--- src/common/sccb_pkg.sv ---
package sccb_pkg;

    //////////////////////////////
    // Frame layout
    //////////////////////////////

    // Sent MSB first, device address leads
    typedef struct packed {
        logic [7:0] dev_addr;
        logic [7:0] reg_addr;
        logic [7:0] value;
    } sccb_frame_t;

    //////////////////////////////
    // Bus timing in ticks
    //////////////////////////////

    // SCL low, high, high, low for each bit
    localparam int TICKS_PER_BIT = 4;

    // SDA low ahead of the first SCL fall
    localparam int START_TICKS = 3;

    // SCL high ahead of the SDA rise
    localparam int STOP_TICKS = 2;

    // Phase counter, wide enough for every step above
    localparam int PHASE_W = $clog2(TICKS_PER_BIT) + 1;

    //////////////////////////////
    // Status
    //////////////////////////////

    localparam int COUNT_W = 5;

endpackage

--- src/common/sccb_frame_if.sv ---
`timescale 1ns/1ps

interface sccb_frame_if;

    import sccb_pkg::*;

    logic        frame_valid;
    sccb_frame_t frame;
    logic        busy;
    logic        frame_done;
    logic        ack_missing;
    logic        halt;

    modport seq (
        output frame_valid,
        output frame,
        input  busy,
        input  halt
    );

    modport eng (
        input  frame_valid,
        input  frame,
        output busy,
        output frame_done,
        output ack_missing
    );

    modport stat (
        input  frame_done,
        input  ack_missing,
        output halt
    );

endinterface

--- src/source/cfg_status.sv ---
`timescale 1ns/1ps

module cfg_status (
    input  logic                        clk,
    input  logic                        reset,
    sccb_frame_if.stat                  bus,
    input  logic                        table_end,
    output logic                        done,
    output logic                        error,
    output logic [sccb_pkg::COUNT_W-1:0] write_count
);

    //////////////////////////////
    // Write count and run end
    //////////////////////////////

    always_ff @(posedge clk or posedge reset) begin
        if (reset) begin
            done        <= 1'b0;
            error       <= 1'b0;
            bus.halt    <= 1'b0;
            write_count <= '0;
        end else if (!done) begin
            if (bus.frame_done) begin
                if (bus.ack_missing) begin
                    // Stop the sequencer, frame is not counted
                    error    <= 1'b1;
                    bus.halt <= 1'b1;
                    done     <= 1'b1;
                end else begin
                    write_count <= write_count + 1'b1;
                end
            end
            if (table_end) begin
                done <= 1'b1;
            end
        end
    end

endmodule

--- src/flat_wrapper.sv ---
// flat-port wrapper written by rule: the top's interface ports become plain ports
module cfg_status_flat 
  (clk, reset, table_end, done, error, write_count, bus_frame_done, bus_ack_missing, bus_halt);
  sccb_frame_if bus_i ();
  input  logic clk;
  input  logic reset;
  input  logic table_end;
  output logic done;
  output logic error;
  output logic [sccb_pkg::COUNT_W-1:0] write_count;
  input wire logic [$bits(bus_i.frame_done)-1:0] bus_frame_done;
  input wire logic [$bits(bus_i.ack_missing)-1:0] bus_ack_missing;
  output wire logic [$bits(bus_i.halt)-1:0] bus_halt;
  assign bus_i.frame_done = bus_frame_done;
  assign bus_i.ack_missing = bus_ack_missing;
  assign bus_halt = bus_i.halt;
  cfg_status u_core (.clk(clk), .reset(reset), .bus(bus_i), .table_end(table_end), .done(done), .error(error), .write_count(write_count));
endmodule
--- config.mk ---
export PLATFORM = sky130hd
export DESIGN_NAME = cfg_status_flat
export DESIGN_NICKNAME = d
export VERILOG_FILES = /design/src/common/sccb_pkg.sv /design/src/common/sccb_frame_if.sv /design/src/source/cfg_status.sv /design/src/flat_wrapper.sv
export SDC_FILE = /design/constraint.sdc
export NUM_CORES = 1
export LEC_CHECK = 0
export ABC_AREA = 1
export BUFFER_PORTS_ARGS = -buffer_cell sky130_fd_sc_hd__clkbuf_2
export CAP_MARGIN = 20
export CORE_AREA = 10 10 47 49
export DETAILED_ROUTE_END_ITERATION = 16
export DIE_AREA = 0 0 57 59
export SLEW_MARGIN = 40
export SYNTH_ARGS = -nofsm -noshare
export SYNTH_HDL_FRONTEND = slang
export SYNTH_SLANG_ARGS = --single-unit
--- constraint.sdc ---
create_clock -name clk -period 3.35 [get_ports clk]
set_clock_uncertainty 0.15 [all_clocks]
set_input_delay 0.67 -clock clk [delete_from_list [all_inputs] [get_ports clk]]
set_output_delay 0.67 -clock clk [all_outputs]
set_load 0.01 [all_outputs]
Yosys cells after proc, flatten, opt, wreduce, memory -nomap -nowiden:

Index checks and enable logic that the tools add are counted.

* muxes and demuxes: 4
* reductions and logical operators: 2
* bitwise gates (word level): 2
* $add $sub $neg: 1

Operator list (number)
* AND reduction 3 bit: 2
* adder 5 x 1 -> 5 bit (second input constant): 1
* 2-to-1 mux 1 bit: 4
* NOT 1 bit: 2

* word-level logic and storage cells: 12
* output and inout port bits: 8
* bits in registers: 7
* input bits: 5

Depth between registers and ports, before layout:

Gate-level depths: netlist of the first run.

* depth after elaboration: 4
* gate-level depth with buffers: 6
* mapped depth without buffers: 6

Worst setup path before layout of the first run:

Ideal clock, no wire load.

* kind: reg-to-output
* start: register, netlist name u_core.bus.halt
* end: output port error
* cell stages (with the launch flop): 2
* path buffers: 1
* data arrival time: 0.549 ns
* data required time: 2.530 ns
* path slack: 1.981 ns
* cell sequence: dfrtp_1 -> buf_4

RTL lines
* end, declared: line flat_wrapper.sv:9 `output logic error;`

Final worst setup path of the first run:

* start: register u_core.write_count[2] (netlist bit)
* end: output port write_count[2] (netlist bit)

RTL lines
* start, declared: line cfg_status.sv:10 `output logic [sccb_pkg::COUNT_W-1:0] write_count`
* start signal, assigned: line cfg_status.sv:31 `write_count <= write_count + 1'b1;`
* end, declared: line flat_wrapper.sv:10 `output logic [sccb_pkg::COUNT_W-1:0] write_count;`

No word-level cell between the ends.

==> reports/qor.yml, run 1 <==
clock_tree:
  numCtsBuffers: 3
  hold_buffers: 0
  cts_resized: 0
  worst_skew_pair.late_latency_ns: 0.25
  cts_setup_buffers: 0
  cts_max_level: 1
  clockBufferDepth: 2
  clk_pin_slew_ns: 0.06
  cts_root_buf: "clkbuf_4"
  cts_tree: "done"
  clock-sinks: 7
die:
  initial_utilization_pct: 24.0
  num_io_pins: 13
  die_w_um: 57
  core_sq_um: 1400
  rows: 14
  die-area_sq_um: 3360
  die_h_um: 59
layout:
  antenna-diode-count: 0
  area_growth_pct: 29.4
  fin_nets: 62
  fin_area_sq_um: 435
  nFillCells: 166
  drive_gt1_share_pct: 29.1
critical_path:
  arrival_ns: 0.89
  critPathSlowestCell: "dfrtp_1"
  worst-path-buf-inv: 1
  worst-path-max-fanout: 7
  cp_cell_sequence: "clkbuf_2"
  critPathTopFamily: "flip-flops"
  crit_required_ns: 2.53
  critPathMaxStageDelay_ns: 0.46
  cp-start-kind: "register"
  crit_type: "register to output pin"
  critPathCaptureType: "output pin"
place:
  gp_congestion: 0.762
  numPortBuffers: 12
  place_area_sq_um: 409
  post-dp-hpwl_um: 604
synthesis:
  synth_compound_area_share_pct: 3.72
  synth_mux_area_share_pct: 0
  synth_top_area_share_pct: 52.0
  ys_seq_elements: 7
  syn_inst: 40
  synth_top_family_by_area: "simple AND/OR/NAND/NOR gates"
  synthXorXnorAreaFrac_pct: 5.20
  syn_avg_cell_area_sq_um: 8.41
  synthTopCellsByArea: "dfrtp_1, nand2_1, xnor2_1"
  synth.cell_area_sq_um: 337
  synth_top_area_cell: "dfrtp_1"
  yosysUniqueCellTypes: 12
  synth_adder_area_share_pct: 3.72
  ys_seq_area_share_pct: 52.0
  synth-simple-area-share_pct: 28.6
  synth_fp_nets: 46
  yosysWarnings: 0
job:
  cap_violations: 0
pwr:
  combPwrFrac_pct: 9.4
  powerDensity_nw_per_um2: 434
  cell_internal_pwr_uw: 142
  p_leak_nw: 0.237
  swShare_pct: 24.6
  peakVddDrop_mv: 0.127
  p_clk_share_pct: 40.8
  p_switching_uw: 46.4
  p_seq_share_pct: 49.8
sta:
  fin_crit_ns: 1.71
  slew_headroom_pct: 81.8
  worst_pin_slew_ns: 0.273
  rsz0062_at_grt: "no"
  layout_worst_path_cycle_share_pct: 50.9
  max_clock_freq_mhz: 586
  finalSetupViolations: 0
  hold_viol_final: 0
  maxSlewViolCount: 0
  final.setup.tns_ns: 0
worst_hold_path:
  holdCritPathClass: "input port to async pin"
route:
  drt_iter0_drc: 4
  top_layer_used: "met4"
  via_per_inst: 4.15
  met2WireLength_um: 378
  wire_per_inst_um: 10.7
  routed-via-count: 295
  drtAntennaViolNets: 0
  dr_wl_met3_um: 56
  wl_um: 762
  wirelength_met1_um: 299
  drc_errors: 0
  drtPass1Iterations: 4
global_route:
  grt_max_degree: 8
  grt_pass1_wl_um: 1320
  antenna_found_initial: 0
  track_usage_pct: 5.38
  grt_pass1_vias: 289
  overflow: 0
status:
  status: "completed"
-- power groups by stage --
| stage | clock [mW] | sequential, mW | combinational [mW] |
|---|---|---|---|
| detailed placement | 0 | 0.0954 | 0.0184 |
| finish | 0.0770 | 0.0941 | 0.0177 |
| global route | 0.0845 | 0.0951 | 0.0204 |
| floorplan | 0 | 0.0964 | 0.00877 |
| global placement | 0 | 0.0954 | 0.0182 |
| CTS | 0.0806 | 0.0941 | 0.0184 |
-- worst paths after layout --
| kind | slack [ns] | end | cells after the start | from |
|---|---|---|---|---|
| setup / recovery | 1.64 | write_count[2] | 1 | u_core.write_count[2] |
| hold / removal | 0.17 | u_core.write_count[1] | 2 | reset |
| setup reg to reg | 2.14 | u_core.write_count[4] | 6 | u_core.write_count[0] |
| hold reg to reg | 0.35 | u_core.bus.halt | 1 | u_core.done |
| max in group asynchronous | 2.66 | u_core.done | 2 | reset |
| min in group clk | 0.35 | u_core.bus.halt | 1 | u_core.done |
-- final cells by class --
class                      instances  area, sq um  share of cell area, %
sequential                         7          175                   40.2
multi-input combinational         28          139                   31.9
timing repair buffer              12         60.1                   13.8
clock buffer                       4         26.3                   6.03
tap                               16         20.0                   4.60
inverter                           4         15.0                   3.45
-- kinds of logic (layout without fill, tap and decap cells) --
kind of cell | Yosys count | after routing
flip-flops | 7 | 7
buffers and inverters | 5 | 20
XOR/XNOR | 2 | 2
adder cells (fa/ha/maj) | 1 | 1
AND/OR/NAND/NOR | 23 | 23
AO/OA/AOI/OAI | 2 | 2
-- routing by layer --
metal / vias up / GRT usage, %
met5: - / 0
met4: 0 / 8.05
met3: 2 / 2.15
met2: 6 / 6.82
met1: 134 / 5.54
li1: 153 / -
-- flip-flops by register name, summed over array words and instances (netlist names) --
signal	cells
u_core.bus.halt	1
u_core.write_count	5
u_core.done	1
-- cell usage after synthesis --
library cell,instances
nand2_1,16
dfrtp_1,7
inv_1,4
nand3_1,2
nand4_1,2
nor2_1,2
xnor2_1,2
buf_4,1
ha_1,1
nand2_2,1
o21ai_1,1
o21bai_1,1
-- placed cells by master, fill, tap and decap left out, drive strengths merged --
cell type  Yosys  final
clkbuf         0     16
dfrtp          7      7
ha             1      1
inv            4      4
nand2         17     17
nand3          2      2
nand4          2      2
nor2           2      2
o21ai          1      1
o21bai         1      1
xnor2          2      2
-- stage by stage --
stage | power, mW | hold WS [ns] | std cells | utilization [%] | setup WS, ns
detailed placement | 0.114 | 0.345 | 67 | 29.2 | 1.90
floorplan | 0.105 | 0.323 | 40 | - | 1.98
finish | 0.189 | 0.170 | 71 | 31.1 | 1.64
global route | 0.200 | 0.203 | 71 | 31.1 | 1.58
CTS | 0.193 | 0.170 | 71 | 31.1 | 1.62
global placement | 0.114 | 0.341 | 67 | 29.2 | 1.92
Note: power is estimated with default switching activity, not from simulation.
==> run 2: changes to the inputs <==
==> constraint.sdc (replaced) <==
create_clock -name clk -period 1.8 [get_ports clk]
set_clock_uncertainty 0.15 [all_clocks]
set_input_delay 0.36 -clock clk [delete_from_list [all_inputs] [get_ports clk]]
set_output_delay 0.36 -clock clk [all_outputs]
set_load 0.01 [all_outputs]
==> run 2 against run 1 <==
  * Clock power increased by 92%
  * First-iteration DRC count unchanged
  * Critical endpoint unchanged
  * Sequential share of layout area decreased by 1.0 points
  * Register-to-register slack got worse by 1.6 ns
==> reports/qor.yml, run 2 (same netlist as run 1, synthesis figures left out) <==
sta:
  final.setup.tns_ns: 0
  hold_viol_final: 0
  rsz0062_at_grt: "no"
  worst_pin_slew_ns: 0.271
  slew_headroom_pct: 81.9
  max_clock_freq_mhz: 712
  finalSetupViolations: 0
  layout_worst_path_cycle_share_pct: 78.0
  fin_crit_ns: 1.40
  whs_ns: 0.134
  maxSlewViolCount: 0
route:
  drt_iter0_drc: 4
  drtAntennaViolNets: 0
  routed-via-count: 305
  via_per_inst: 4.24
  drc_errors: 0
  wl_um: 757
  wire_per_inst_um: 10.5
  drtPass1Iterations: 3
critical_path:
  critPathMaxStageDelay_ns: 0.46
  critPathTopFamily: "flip-flops"
  arrival_ns: 0.89
  cp-start-kind: "register"
  crit_type: "register to output pin"
  critPathSlowestCell: "dfrtp_1"
  critPathCaptureType: "output pin"
  cp_cell_sequence: "clkbuf_2"
  worst-path-buf-inv: 1
  worst-path-max-fanout: 7
  crit_required_ns: 1.29
clock_tree:
  cts_max_level: 1
  cts_resized: 0
  numCtsBuffers: 3
  clock-sinks: 7
  worst_skew_pair.late_latency_ns: 0.26
  clockBufferDepth: 2
  cts_root_buf: "clkbuf_4"
  clk_pin_slew_ns: 0.06
  cts_tree: "done"
layout:
  regMostFlops: "u_core.write_count"
  top_regs: "u_core.write_count x5, u_core.bus.halt x1, u_core.done x1"
  antenna-diode-count: 0
  drive_gt1_share_pct: 30.4
  largest_reg_flops: 5
  fin_nets: 63
  final_common_cell: "nand2_1"
  area_growth_pct: 32.7
  final_cell_mix: "nand2_1, clkbuf_2, dfrtp_1"
  nFillCells: 160
place:
  gp_congestion: 0.647
  post-dp-hpwl_um: 574
  numPortBuffers: 12
die:
  die-area_sq_um: 3360
  core_sq_um: 1400
  die_w_um: 57
  num_io_pins: 13
  initial_utilization_pct: 24.0
  die_h_um: 59
  rows: 14
global_route:
  track_usage_pct: 5.21
  grt_pass1_wl_um: 1300
  antenna_found_initial: 0
  grt_max_degree: 8
  grt_pass1_vias: 290
  overflow: 0
pwr:
  powerDensity_nw_per_um2: 801
  peakVddDrop_mv: 0.461
  p_leak_nw: 0.244
job:
  cap_violations: 0
status:
  status: "completed"
worst_hold_path:
  holdCritPathClass: "input port to register"
[run 2: cell count changes in the layout (fill, tap and decap cells not counted), sizes merged]
cell / previous run / this run
clkbuf: 16 / 15
clkinv: 0 / 1
dlygate4sd3: 0 / 1
[run 2: worst reg2reg max path: stages (launching register included)]
cell	delay, ns
dfrtp_1	0.43
ha_1	0.23
nand3_1	0.09
nand2_1	0.07
nand2_1	0.05
nand2_1	0.05
nand2_1	0.04
[run 2: final cells by class]
type | instances | area, sq um | area share [%]
tap | 16 | 20.0 | 4.48
timing repair buffer | 13 | 70.1 | 15.7
clock buffer | 3 | 22.5 | 5.04
inverter | 4 | 15.0 | 3.36
clock inverter | 1 | 5.00 | 1.12
sequential | 7 | 175 | 39.2
multi-input combinational | 28 | 139 | 31.1
[run 2: worst paths after layout]
kind | from | endpoint | slack (ns) | cells past startpoint
hold reg to reg | u_core.done | u_core.bus.halt | 0.36 | 1
hold / removal | table_end | u_core.done | 0.13 | 3
setup reg to reg | u_core.write_count[0] | u_core.write_count[4] | 0.59 | 6
setup / recovery | u_core.write_count[2] | write_count[2] | 0.40 | 1
max in group asynchronous | reset | u_core.write_count[3] | 0.87 | 3
min in group asynchronous | reset | u_core.bus.halt | 0.41 | 3
[run 2: power breakdown]
part           internal [mW]  switching (mW)
clock                 0.0816          0.0664
combinational         0.0171          0.0181
sequential             0.165          0.0100
total                  0.263          0.0945
[run 2: per-layer routing]
metal / GRT usage [%] / wire (um) / vias up
li1: - / - / 159
met1: 5.77 / 341 / 132
met2: 6.82 / 341 / 9
met3: 0.858 / 23 / 5
met4: 8.05 / 50 / 0
met5: 0 / 0 / -
[run 2: repair_timing]
action | 4_1_cts | 5_1_grt
hold buffers | 1 | 0
endpoints found under the hold margin | 7 | 0
setup buffers | 0 | 0
[run 2: metrics by stage]
stage                     cell area (sq um)  total power [mW]  setup slack [ns]  utilization [%]  std cells
final                                   447             0.358             0.396             31.9         72
after global routing                    447             0.382             0.316             31.9         72
after CTS                               447             0.367             0.373             31.9         72
after detailed placement                409             0.212             0.602             29.2         67
after global placement                  409             0.211             0.621             29.2         67
after floorplan                         337             0.196             0.610                -         40
