===== config.mk =====
export PLATFORM = sky130hd
export DESIGN_NAME = cfg_sequencer_flat
export DESIGN_NICKNAME = d
export VERILOG_FILES = /design/src/common/cam_cfg_pkg.sv /design/src/common/sccb_pkg.sv /design/src/common/sccb_frame_if.sv /design/src/source/cfg_sequencer.sv /design/src/flat_wrapper.sv
export SDC_FILE = /design/constraint.sdc
export NUM_CORES = 1
export LEC_CHECK = 0
export ABC_AREA = 1
export BUFFER_PORTS_ARGS = -buffer_cell sky130_fd_sc_hd__buf_4
export CORE_AREA = 2 2 59 67
export CTS_CLUSTER_SIZE = 10
export DETAILED_ROUTE_END_ITERATION = 10
export DIE_AREA = 0 0 61 69
export MAX_ROUTING_LAYER = met4
export PLACE_DENSITY = 0.81
export SYNTH_ARGS = -nofsm -noshare
export SYNTH_HDL_FRONTEND = slang
export SYNTH_SLANG_ARGS = --single-unit

===== constraint.sdc =====
create_clock -name clk -period 4.7 [get_ports clk]
set_input_delay 0.47 -clock clk [delete_from_list [all_inputs] [get_ports clk]]
set_output_delay 0.47 -clock clk [all_outputs]
set_load 0.02 [all_outputs]

===== src/common/cam_cfg_pkg.sv =====
package cam_cfg_pkg;

    //////////////////////////////
    // Register table geometry
    //////////////////////////////

    localparam int CFG_DEPTH = 16;
    localparam int CFG_IDX_W = 4;

    // Upper byte is the register address, lower byte the value
    typedef logic [15:0] cfg_entry_t;

    localparam cfg_entry_t CFG_END = 16'hffff;

    // 7-bit address 0x21 with the write bit cleared
    localparam logic [7:0] CAM_DEV_ADDR = 8'h42;

    //////////////////////////////
    // Camera register writes
    //////////////////////////////

    localparam cfg_entry_t CFG_TABLE [CFG_DEPTH] = '{
        16'h1280,   // COM7 soft reset
        16'h1204,   // COM7 RGB output
        16'h1101,   // CLKRC prescaler
        16'h0c04,   // COM3 scaling enable
        16'h3e19,   // COM14 pclk divider
        16'h4010,   // COM15 RGB565
        16'h8c00,   // RGB444 off
        16'h0400,
        16'h1438,   // COM9 gain ceiling
        16'h4fb3,
        16'h50b3,
        16'h5100,
        CFG_END,
        CFG_END,
        CFG_END,
        CFG_END
    };

endpackage


===== src/common/sccb_pkg.sv =====
package sccb_pkg;

    //////////////////////////////
    // Frame layout
    //////////////////////////////

    // Sent MSB first, device address leads
    typedef struct packed {
        logic [7:0] dev_addr;
        logic [7:0] reg_addr;
        logic [7:0] value;
    } sccb_frame_t;

    //////////////////////////////
    // Bus timing in ticks
    //////////////////////////////

    // SCL low, high, high, low for each bit
    localparam int TICKS_PER_BIT = 4;

    // SDA low ahead of the first SCL fall
    localparam int START_TICKS = 3;

    // SCL high ahead of the SDA rise
    localparam int STOP_TICKS = 2;

    // Phase counter, wide enough for every step above
    localparam int PHASE_W = $clog2(TICKS_PER_BIT) + 1;

    //////////////////////////////
    // Status
    //////////////////////////////

    localparam int COUNT_W = 5;

endpackage


===== src/common/sccb_frame_if.sv =====
`timescale 1ns/1ps

interface sccb_frame_if;

    import sccb_pkg::*;

    logic        frame_valid;
    sccb_frame_t frame;
    logic        busy;
    logic        frame_done;
    logic        ack_missing;
    logic        halt;

    modport seq (
        output frame_valid,
        output frame,
        input  busy,
        input  halt
    );

    modport eng (
        input  frame_valid,
        input  frame,
        output busy,
        output frame_done,
        output ack_missing
    );

    modport stat (
        input  frame_done,
        input  ack_missing,
        output halt
    );

endinterface


===== src/source/cfg_sequencer.sv =====
`timescale 1ns/1ps

module cfg_sequencer (
    input  logic         clk,
    input  logic         reset,
    sccb_frame_if.seq    bus,
    output logic         table_end
);

    import cam_cfg_pkg::*;

    typedef enum logic [2:0] {
        SQ_READ,
        SQ_ISSUE,
        SQ_SENT,
        SQ_BUSY,
        SQ_IDLE
    } seq_state_e;

    seq_state_e           state;
    logic [CFG_IDX_W-1:0] idx;
    logic [CFG_IDX_W-1:0] rd_idx;
    logic                 rd_en;
    cfg_entry_t           entry_q;

    //////////////////////////////
    // Table read
    //////////////////////////////

    // First read at index 0, later ones fetch the next slot
    assign rd_en  = (state == SQ_READ) || (state == SQ_BUSY && !bus.busy);
    assign rd_idx = (state == SQ_READ) ? idx : idx + 1'b1;

    always_ff @(posedge clk) begin
        if (rd_en) begin
            entry_q <= CFG_TABLE[rd_idx];
        end
    end

    //////////////////////////////
    // Frame issue
    //////////////////////////////

    always_ff @(posedge clk) begin
        if (state == SQ_ISSUE) begin
            bus.frame <= {CAM_DEV_ADDR, entry_q};
        end
    end

    always_ff @(posedge clk or posedge reset) begin
        if (reset) begin
            state           <= SQ_READ;
            idx             <= '0;
            bus.frame_valid <= 1'b0;
            table_end       <= 1'b0;
        end else begin
            bus.frame_valid <= 1'b0;
            table_end       <= 1'b0;
            case (state)
                SQ_READ: begin
                    state <= SQ_ISSUE;
                end
                SQ_ISSUE: begin
                    if (bus.halt) begin
                        state <= SQ_IDLE;
                    end else if (entry_q == CFG_END) begin
                        table_end <= 1'b1;
                        state     <= SQ_IDLE;
                    end else if (!bus.busy) begin
                        bus.frame_valid <= 1'b1;
                        state           <= SQ_SENT;
                    end
                end
                SQ_SENT: begin
                    // Engine latches here, busy follows next cycle
                    state <= SQ_BUSY;
                end
                SQ_BUSY: begin
                    if (!bus.busy) begin
                        idx   <= rd_idx;
                        state <= SQ_ISSUE;
                    end
                end
                default: begin
                    state <= SQ_IDLE;
                end
            endcase
        end
    end

endmodule


===== src/flat_wrapper.sv =====
// flat-port wrapper written by rule: the top's interface ports become plain ports
module cfg_sequencer_flat import cam_cfg_pkg::*;
  (clk, reset, table_end, bus_frame_valid, bus_frame, bus_busy, bus_halt);
  sccb_frame_if bus_i ();
  input  logic clk;
  input  logic reset;
  output logic table_end;
  output wire logic [$bits(bus_i.frame_valid)-1:0] bus_frame_valid;
  output wire logic [$bits(bus_i.frame)-1:0] bus_frame;
  input wire logic [$bits(bus_i.busy)-1:0] bus_busy;
  input wire logic [$bits(bus_i.halt)-1:0] bus_halt;
  assign bus_frame_valid = bus_i.frame_valid;
  assign bus_frame = bus_i.frame;
  assign bus_i.busy = bus_busy;
  assign bus_i.halt = bus_halt;
  cfg_sequencer u_core (.clk(clk), .reset(reset), .bus(bus_i), .table_end(table_end));
endmodule

Yosys cells after proc, flatten, opt, wreduce, memory -nomap -nowiden
Memories as Yosys holds them, arrays and structs flattened. A register that Yosys moved wholly into a read port is not among the register bits.
Index checks and enable logic that the tools add are counted.
- ROM bits: 256
- flip-flop bits (word level): 25
- input port bits: 4
- bits in latches: 0
- memories: 1
- bits in writable memories: 0
- logic and storage cells: 35
- output and inout port bits: 26
- equality and inequality tests: 6
- add/sub/neg operators: 1
- magnitude comparators: 0
- bitwise gates (word level): 2
- $mul: 0
- shifts and indexed selects: 0
- divide/modulo/power cells: 0
- multiplexer cells: 13
- reductions and logical operators: 6
- memories (memory ; depth ; width ; rd ports ; clocked after memory_dff ; wr ports ; line ; text):
    (no name shown) ; 16 ; 16 ; 1 ; 1 ; 0 ; cfg_sequencer.sv:36 ; entry_q <= CFG_TABLE[rd_idx];
- operator list (cell ; number):
    $eq 16x16->1 const B ; 1
    $mux 3 ; 4
    $pmux 3 s4 ; 1
    $mux 1 ; 7
    $eq 3x2->1 const B ; 2
    $not 4->5 ; 1
    $add 4x1->4 const B ; 1
    $mux 4 ; 1
    $ne 4x4->1 const B ; 1
    $reduce_and 2->1 ; 2
    $eq 3x1->1 const B ; 1
    $logic_not 3->1 ; 1
    $ne 2x2->1 const B ; 1
    $logic_and 1x1->1 ; 1
    $logic_not 1->1 ; 1
    $logic_or 1x1->1 ; 1
    $not 1->1 ; 1

Longest topological paths before layout
Gate-level depths: netlist of run 1.
- depth after elaboration: 4
- depth in mapped cells: 11
- gate-level depth less buffers: 11

Least setup slack after synthesis of run 1
No wires, ideal clock.
- path type: reg-to-reg
- from: register u_core.state[2]
- to: register u_core.state[1]
- cell stages (with the launch flop): 5
- library setup time: 65 ps
- setup slack: 2442 ps
- data arrival time: 2193 ps
- path buffers: 0
- required time: 4635 ps
- cells stage by stage: dfrtp_1 -> nor3_1 -> nand2_1 -> nand3b_1 -> nand2_1
- word-level cells in the longest chain between the ends: 3
- elaborated cells between the ends (all ways): 8
- RTL lines (item ; line ; text):
    start: declaration ; cfg_sequencer.sv:20 ; seq_state_e state;
    start signal: assignment ; cfg_sequencer.sv:52 ; state <= SQ_READ;
    start signal: assignment ; cfg_sequencer.sv:61 ; state <= SQ_ISSUE;
    start signal: assignment ; cfg_sequencer.sv:65 ; state <= SQ_IDLE;
    $eq 3x1->1 or $eq 3x2->1 (tied branches) ; cfg_sequencer.sv:59 ; case (state)
    $ne 4x4->1 (no source line) or $ne 2x2->1 (tied branches) ; -- ;
    $reduce_and 2->1 (no source line) ; -- ;
Several ways; a longest one is shown, not always the timed one.
A chain may end at the register's enable or synchronous reset.

Worst setup path in the final report of run 1
- from: register u_core.idx[0]
- to: register u_core.entry_q[12] (data pin)
- word-level cells in the longest chain between the ends: 3
- RTL lines (item ; line ; text):
    start: declaration ; cfg_sequencer.sv:21 ; logic [CFG_IDX_W-1:0] idx;
    start signal: assignment ; cfg_sequencer.sv:80 ; idx <= rd_idx;
    $add 4x1->4 ; cfg_sequencer.sv:32 ; assign rd_idx = (state == SQ_READ) ? idx : idx + 1'b1;
    $mux 4 * ; cfg_sequencer.sv:32 ;
    $not 4->5 (not written as such) * ; cfg_sequencer.sv:36 ;
    end: declaration ; cfg_sequencer.sv:24 ; cfg_entry_t entry_q;
Every way passes the cells marked *; elsewhere a longest branch is shown, timed or not.

==> flow_metrics.tcl, run 1 <==
set metrics [dict create \
    stdcell_count 287 \
    finalWeightedCongestion 0.925 \
    start_kind "flip-flop" \
    placed_cells 278 \
    finalClockSkew_ns 0.00244 \
    final_area_um2 2320 \
    wl_met2_mm 1.70 \
    cts_sinks 41 \
    highest_layer "met4" \
    drive_gt1_share_pct 15.2 \
    ir_worst_vdd_mv 0.137 \
    grt_pass1_wl_mm 5.71 \
    n_antenna_cell 0 \
    cts.clk_slew.worst_paths_ns 0.07 \
    met1Wirelength_mm 1.37 \
    hp-class "in2async" \
    path_class "reg2reg" \
    fin_util_pct 65.5 \
    cts_tree "built" \
    hold_buffers 0 \
    grt-ovfl-total 0 \
    syn_area_um2 2030 \
    drv_slew 0 \
    cp-end-kind "flip-flop" \
    post_cts_resized 0 \
    htreeDepth 2 \
    fp-row-count 23 \
    grt_pass1_vias 1293 \
    required_ns 4.75 \
    synth.distinct_cells 21 \
    yosys_warnings 0 \
    rsz0062_at_grt "no" \
    clk_root_buffer_cell "clkbuf_8" \
    dieArea_um2 4210 \
    chipWidth_um 61 \
    insertion_delay_ns 0.29 \
    final_nets 248 \
    first_pass_iters 4 \
    period_minus_slack_ns 2.02 \
    maxCapViolations 0 \
    drc 0 \
    syn_area_per_cell_um2 9.58 \
    slew_headroom_pct 57.2 \
    seq_area_frac_synth_pct 58.4 \
    wl_met3_um 167 \
    max_freq_mhz 495 \
    synth_cells 212 \
    tns_ns 0 \
    antenna_found_initial 0 \
    crit_slowest_cell "dfrtp_1" \
    finalHoldViolCount 0 \
    core_area_um2 3540 \
    slowest_delay_ns 0.47 \
    drt_iter0_drc 70 \
    postCtsSetupBuffers 0 \
    ys_ff_latch 41 \
    critPathMostFrequentCell "nand2_1" \
    port-buffer-count 21 \
    p_total_uw 665 \
    die_y_um 69 \
    place_area_um2 2200 \
    viasPerCell 4.94 \
    drt_wl_total_mm 3.33 \
    wire_per_inst_um 11.6 \
    grt_max_degree 20 \
    status "completed" \
    initial_core_util_pct 57.4 \
    vias 1417 \
    tightest_slew_ns 0.641 \
    track_usage_pct 18.8 \
    hpwlAfterDp_mm 2.37 \
    path_max_fanout 9 \
    syn_to_final_growth_pct 14.2 \
    cts_buffer_depth 2 \
    antenna_left 0 \
    ios 30 \
    arrival_ns 2.07 \
    powerDensity_nw_per_um2 287 \
    crit_chain "ha_1 > inv_1 > nand2_1 > nand2_1 > ha_1 > nand3_1 > nand2_1 > nand2_1 > nand2_1" \
    p_leak_nw 1.04 \
    reg2reg_depth 9 \
    setup_violations 0 \
    cts_made_buffers 5 \
    min_period_over_period_pct 43.0 \
]
==> critical path, delay by kind of cell, from the launching register on <==
family / cells / cell delay [ns]
fa+ha+maj: 2 / 0.62
buf+inv: 1 / 0.04
flops: 1 / 0.47
simple gates: 6 / 0.64
==> Yosys cell counts (all sizes together) <==
library cell,n,area [um2]
inv,28,105
nand3,24,125
conb,2,7.51
buf,11,81.3
nand2,79,319
o211ai,1,7.51
nor2,5,26.3
edfxtp,32,961
o21ai,5,25.0
nor3,2,10.0
nand3b,2,15.0
dfrtp,9,225
a21oi,1,5.00
nand4,3,18.8
ha,8,100
==> kinds of logic (layout without fill, tap and decap cells) <==
kind of cell    Yosys count  in the layout  share of synthesized area [%]
compound gates            7              7                           1.85
fa+ha+maj                 8              8                           4.93
buf+inv                  39             58                           9.17
flops                    41             41                           58.4
other cells               2              8                          0.370
simple gates            115            115                           25.3
==> power by group <==
group,internal (mW),switching (mW),total (mW)
combinational,0.00195,0.00839,0.0103
clock,0.156,0.112,0.268
sequential,0.386,0,0.386
total,0.544,0.121,0.665
==> cells in the final DEF (no fill, tap or decap) <==
master and instances:
a21oi_1 1, buf_4 21, buf_6 1, bufinv_16 1, clkbuf_8 5, clkinv_1 1
clkinvlp_4 1, conb_1 8, dfrtp_1 9, edfxtp_1 32, ha_1 8, inv_1 27
inv_2 1, nand2_1 76, nand2_4 3, nand3_1 23, nand3_2 1, nand3b_1 2
nand4_1 3, nor2_1 4, nor2_4 1, nor3_1 1, nor3_2 1, o211ai_1 1
o21ai_0 5
==> per-stage QoR <==
| step | hold slack, ns | setup slack (ns) |
|---|---|---|
| finish | 0.138 | 2.68 |
| CTS | 0.142 | 2.71 |
| global route | 0.177 | 2.53 |
| detailed placement | 0.435 | 2.73 |
| floorplan | 0.298 | 2.44 |
| global placement | 0.428 | 2.78 |
==> layer usage <==
layer,vias to the layer above,GRT usage (%)
met5,-,-
met4,0,9.18
met3,7,4.32
met2,58,29.7
met1,638,21.9
li1,714,-
==> layout make-up <==
class	count	area, um2
inverter	28	105
sequential	41	1190
fill	268	1220
clock inverter	3	41.3
multi-input combinational	138	687
timing repair buffer	22	169
tap	50	62.6
clock buffer	5	68.8
==> registers in the layout (all words and copies together) (netlist names) <==
name                    cells
u_core.table_end            1
u_core.entry_q             16
u_core.bus.frame           16
u_core.idx                  4
u_core.state                3
u_core.bus.frame_valid      1
==> worst paths after layout <==
kind | from | end | slack, ns
setup / recovery | u_core.idx[0] | u_core.entry_q[12] | 2.68
hold / removal | reset | u_core.state[0] | 0.14
setup reg to reg | u_core.idx[0] | u_core.entry_q[12] | 2.68
hold reg to reg | u_core.entry_q[9] | u_core.bus.frame[9] | 0.45
max in group asynchronous | reset | u_core.table_end | 4.31
min in group clk | bus_busy | u_core.state[0] | 0.43
Power figures use the tool's default switching activity.
==> run 2, diff against run 1 <==
--- a/config.mk
+++ b/config.mk
@@ -7,12 +7,12 @@
 export LEC_CHECK = 0
 export ABC_AREA = 1
 export BUFFER_PORTS_ARGS = -buffer_cell sky130_fd_sc_hd__buf_4
-export CORE_AREA = 2 2 59 67
+export CORE_AREA = 2 2 64 72
 export CTS_CLUSTER_SIZE = 10
 export DETAILED_ROUTE_END_ITERATION = 10
-export DIE_AREA = 0 0 61 69
+export DIE_AREA = 0 0 66 74
 export MAX_ROUTING_LAYER = met4
-export PLACE_DENSITY = 0.81
+export PLACE_DENSITY = 0.74
 export SYNTH_ARGS = -nofsm -noshare
 export SYNTH_HDL_FRONTEND = slang
 export SYNTH_SLANG_ARGS = --single-unit
==> constraint.sdc (replaced) <==
create_clock -name clk -period 1.7 [get_ports clk]
set_input_delay 0.17 -clock clk [delete_from_list [all_inputs] [get_ports clk]]
set_output_delay 0.17 -clock clk [all_outputs]
set_load 0.02 [all_outputs]
==> run 2 against run 1 <==
Utilization decreased by 5.6 points; largest cell class unchanged; global-route usage decreased by 0.44 points; power increased to 2.8 times the previous value.
==> flow_metrics.tcl, run 2 (synthesis gave the netlist of run 1 again) <==
set metrics [dict create \
    grt_pass1_wl_mm 6.39 \
    tns_ns 0 \
    mostFrequentLayoutCells "nand2_1 (73), buf_4 (36), edfxtp_1 (32)" \
    viasPerCell 4.94 \
    hpwlAfterDp_mm 2.97 \
    internal_power_mw 1.51 \
    path_max_fanout 4 \
    ios 30 \
    maxCapViolations 0 \
    p_switching_uw 346 \
    antenna_left 0 \
    cts_tree "built" \
    multiInputGateArea_um2 714 \
    insertion_delay_ns 0.29 \
    crit_family "adder cells" \
    min_period_over_period_pct 98.8 \
    dp_slack_ns -0.0297 \
    path_class "reg2reg" \
    cts_buffer_depth 2 \
    n_antenna_cell 0 \
    p_leak_nw 1.14 \
    grt.met1_usage_pct 18.9 \
    whs_ns 0.114 \
    wire_per_inst_um 12.8 \
    antenna_found_initial 0 \
    core_area_um2 4190 \
    cts_sinks 41 \
    use_met3_pct 3.18 \
    first_pass_iters 4 \
    grt_pass1_vias 1419 \
    die_y_um 74 \
    reg_top3 "u_core.bus.frame (16), u_core.entry_q (16), u_core.idx (4)" \
    cts.clk_slew.worst_paths_ns 0.08 \
    min-delay-start "bus_busy" \
    drive_gt1_share_pct 23.5 \
    required_ns 1.75 \
    drt_wl_total_mm 3.96 \
    power_frac_clock_pct 40.8 \
    fin_ws_ns 0.0199 \
    cp-startpoint "u_core.idx[1]" \
    setup_violations 0 \
    htreeDepth 2 \
    track_usage_pct 18.3 \
    syn_to_final_growth_pct 23.6 \
    seqPwrFrac_pct 57.5 \
    p_sw_share_pct 18.7 \
    drc 0 \
    vias 1528 \
    status "completed" \
    critPathMostFrequentCell "nand2_1" \
    port-buffer-count 21 \
    start_kind "flip-flop" \
    fill_cells 349 \
    finalHoldViolCount 0 \
    crit_slowest_cell "dfrtp_1" \
    initial_core_util_pct 48.5 \
    drv_slew 0 \
    final_nets 266 \
    use_met2_pct 34.0 \
    arrival_ns 1.73 \
    grt_max_degree 20 \
    busiest_layer "met2" \
    ir_worst_vdd_mv 0.344 \
    crit_buf_inv 2 \
    ff_latch_area_um2 1190 \
    chipWidth_um 66 \
    slowest_delay_ns 0.38 \
    finalWeightedCongestion 0.896 \
    max_freq_mhz 595 \
    grt-ovfl-total 0 \
    cp-end-kind "flip-flop" \
    final_common_cell "nand2_1" \
    p_comb_share_pct 1.7 \
    crit_chain "ha_1 > inv_1 > nand2_1 > nand2_2 > buf_6 > ha_1 > nand2_1 > nand3_1 > nand2_1" \
    timing.rr.start "u_core.idx[1]" \
    finalClockSkew_ns 0.00422 \
    cts_made_buffers 5 \
    dieArea_um2 4880 \
    period_minus_slack_ns 1.68 \
    rsz0062_at_grt "yes" \
    fp-row-count 25 \
    drt_iter0_drc 150 \
    hp-class "in2reg" \
    powerDensity_nw_per_um2 739 \
    clk_root_buffer_cell "clkbuf_8" \
]
-- run 2: cell count changes in the layout (fill, tap and decap cells not counted), sizes merged --
| cell | delta |
|---|---|
| buf | +17 |
| clkbuf | +1 |
| clkinvlp | -1 |
| dlygate4sd3 | +1 |
-- run 2: tightest hold or removal path, cell delays in order --
cell     delay, ns
buf_4         0.09
nand2_1       0.05
nand3_1       0.07
-- run 2: through the flow --
step                util [%]  cells  instance area (um2)  total power [mW]
floorplan                  -    218                 2060              1.12
global route            59.9    309                 2510              1.91
global placement        55.9    297                 2340              1.12
CTS                     59.0    306                 2470              1.87
detailed placement      55.9    297                 2340              1.12
finish                  59.9    309                 2510              1.86
-- run 2: cell type report --
cell class / count / area share, %
clock inverter: 2 / 1.39
multi-input combinational: 138 / 28.4
inverter: 28 / 4.18
sequential: 41 / 47.2
timing repair buffer: 40 / 13.2
tap: 54 / 2.69
clock buffer: 6 / 2.89
-- run 2: path summary, 6_finish.rpt --
check | to | slack, ns | depth (start not counted)
hold / removal | u_core.state[0] | 0.11 | 3
setup / recovery | u_core.entry_q[14] | 0.02 | 9
setup reg to reg | u_core.entry_q[14] | 0.02 | 9
min in group asynchronous | u_core.idx[0] | 0.41 | 3
hold reg to reg | u_core.bus.frame[9] | 0.46 | 0
max in group asynchronous | u_core.idx[1] | 1.03 | 3
-- run 2: repair_timing --
item / in CTS / in global routing
pin swaps: 0 / 8
endpoints found under the hold margin: 9 / 0
gates resized for setup: 3 / 5
hold buffers: 1 / 0
buffers inserted: 0 / 3
setup endpoints to repair: 5 / 11
gates cloned: 0 / 0
-- run 2: power groups by stage --
stage               clock network, mW  logic (mW)  registers [mW]
global placement                    0      0.0288            1.09
detailed placement                  0      0.0293            1.09
floorplan                           0      0.0353            1.09
finish                          0.758      0.0311            1.07
CTS                             0.770      0.0312            1.07
global route                    0.806      0.0352            1.07
-- run 2: metal layers --
layer | wire length [um] | vias up
met5 | 0 | -
met4 | 63 | 0
met3 | 176 | 5
met2 | 2190 | 52
met1 | 1530 | 720
li1 | - | 751
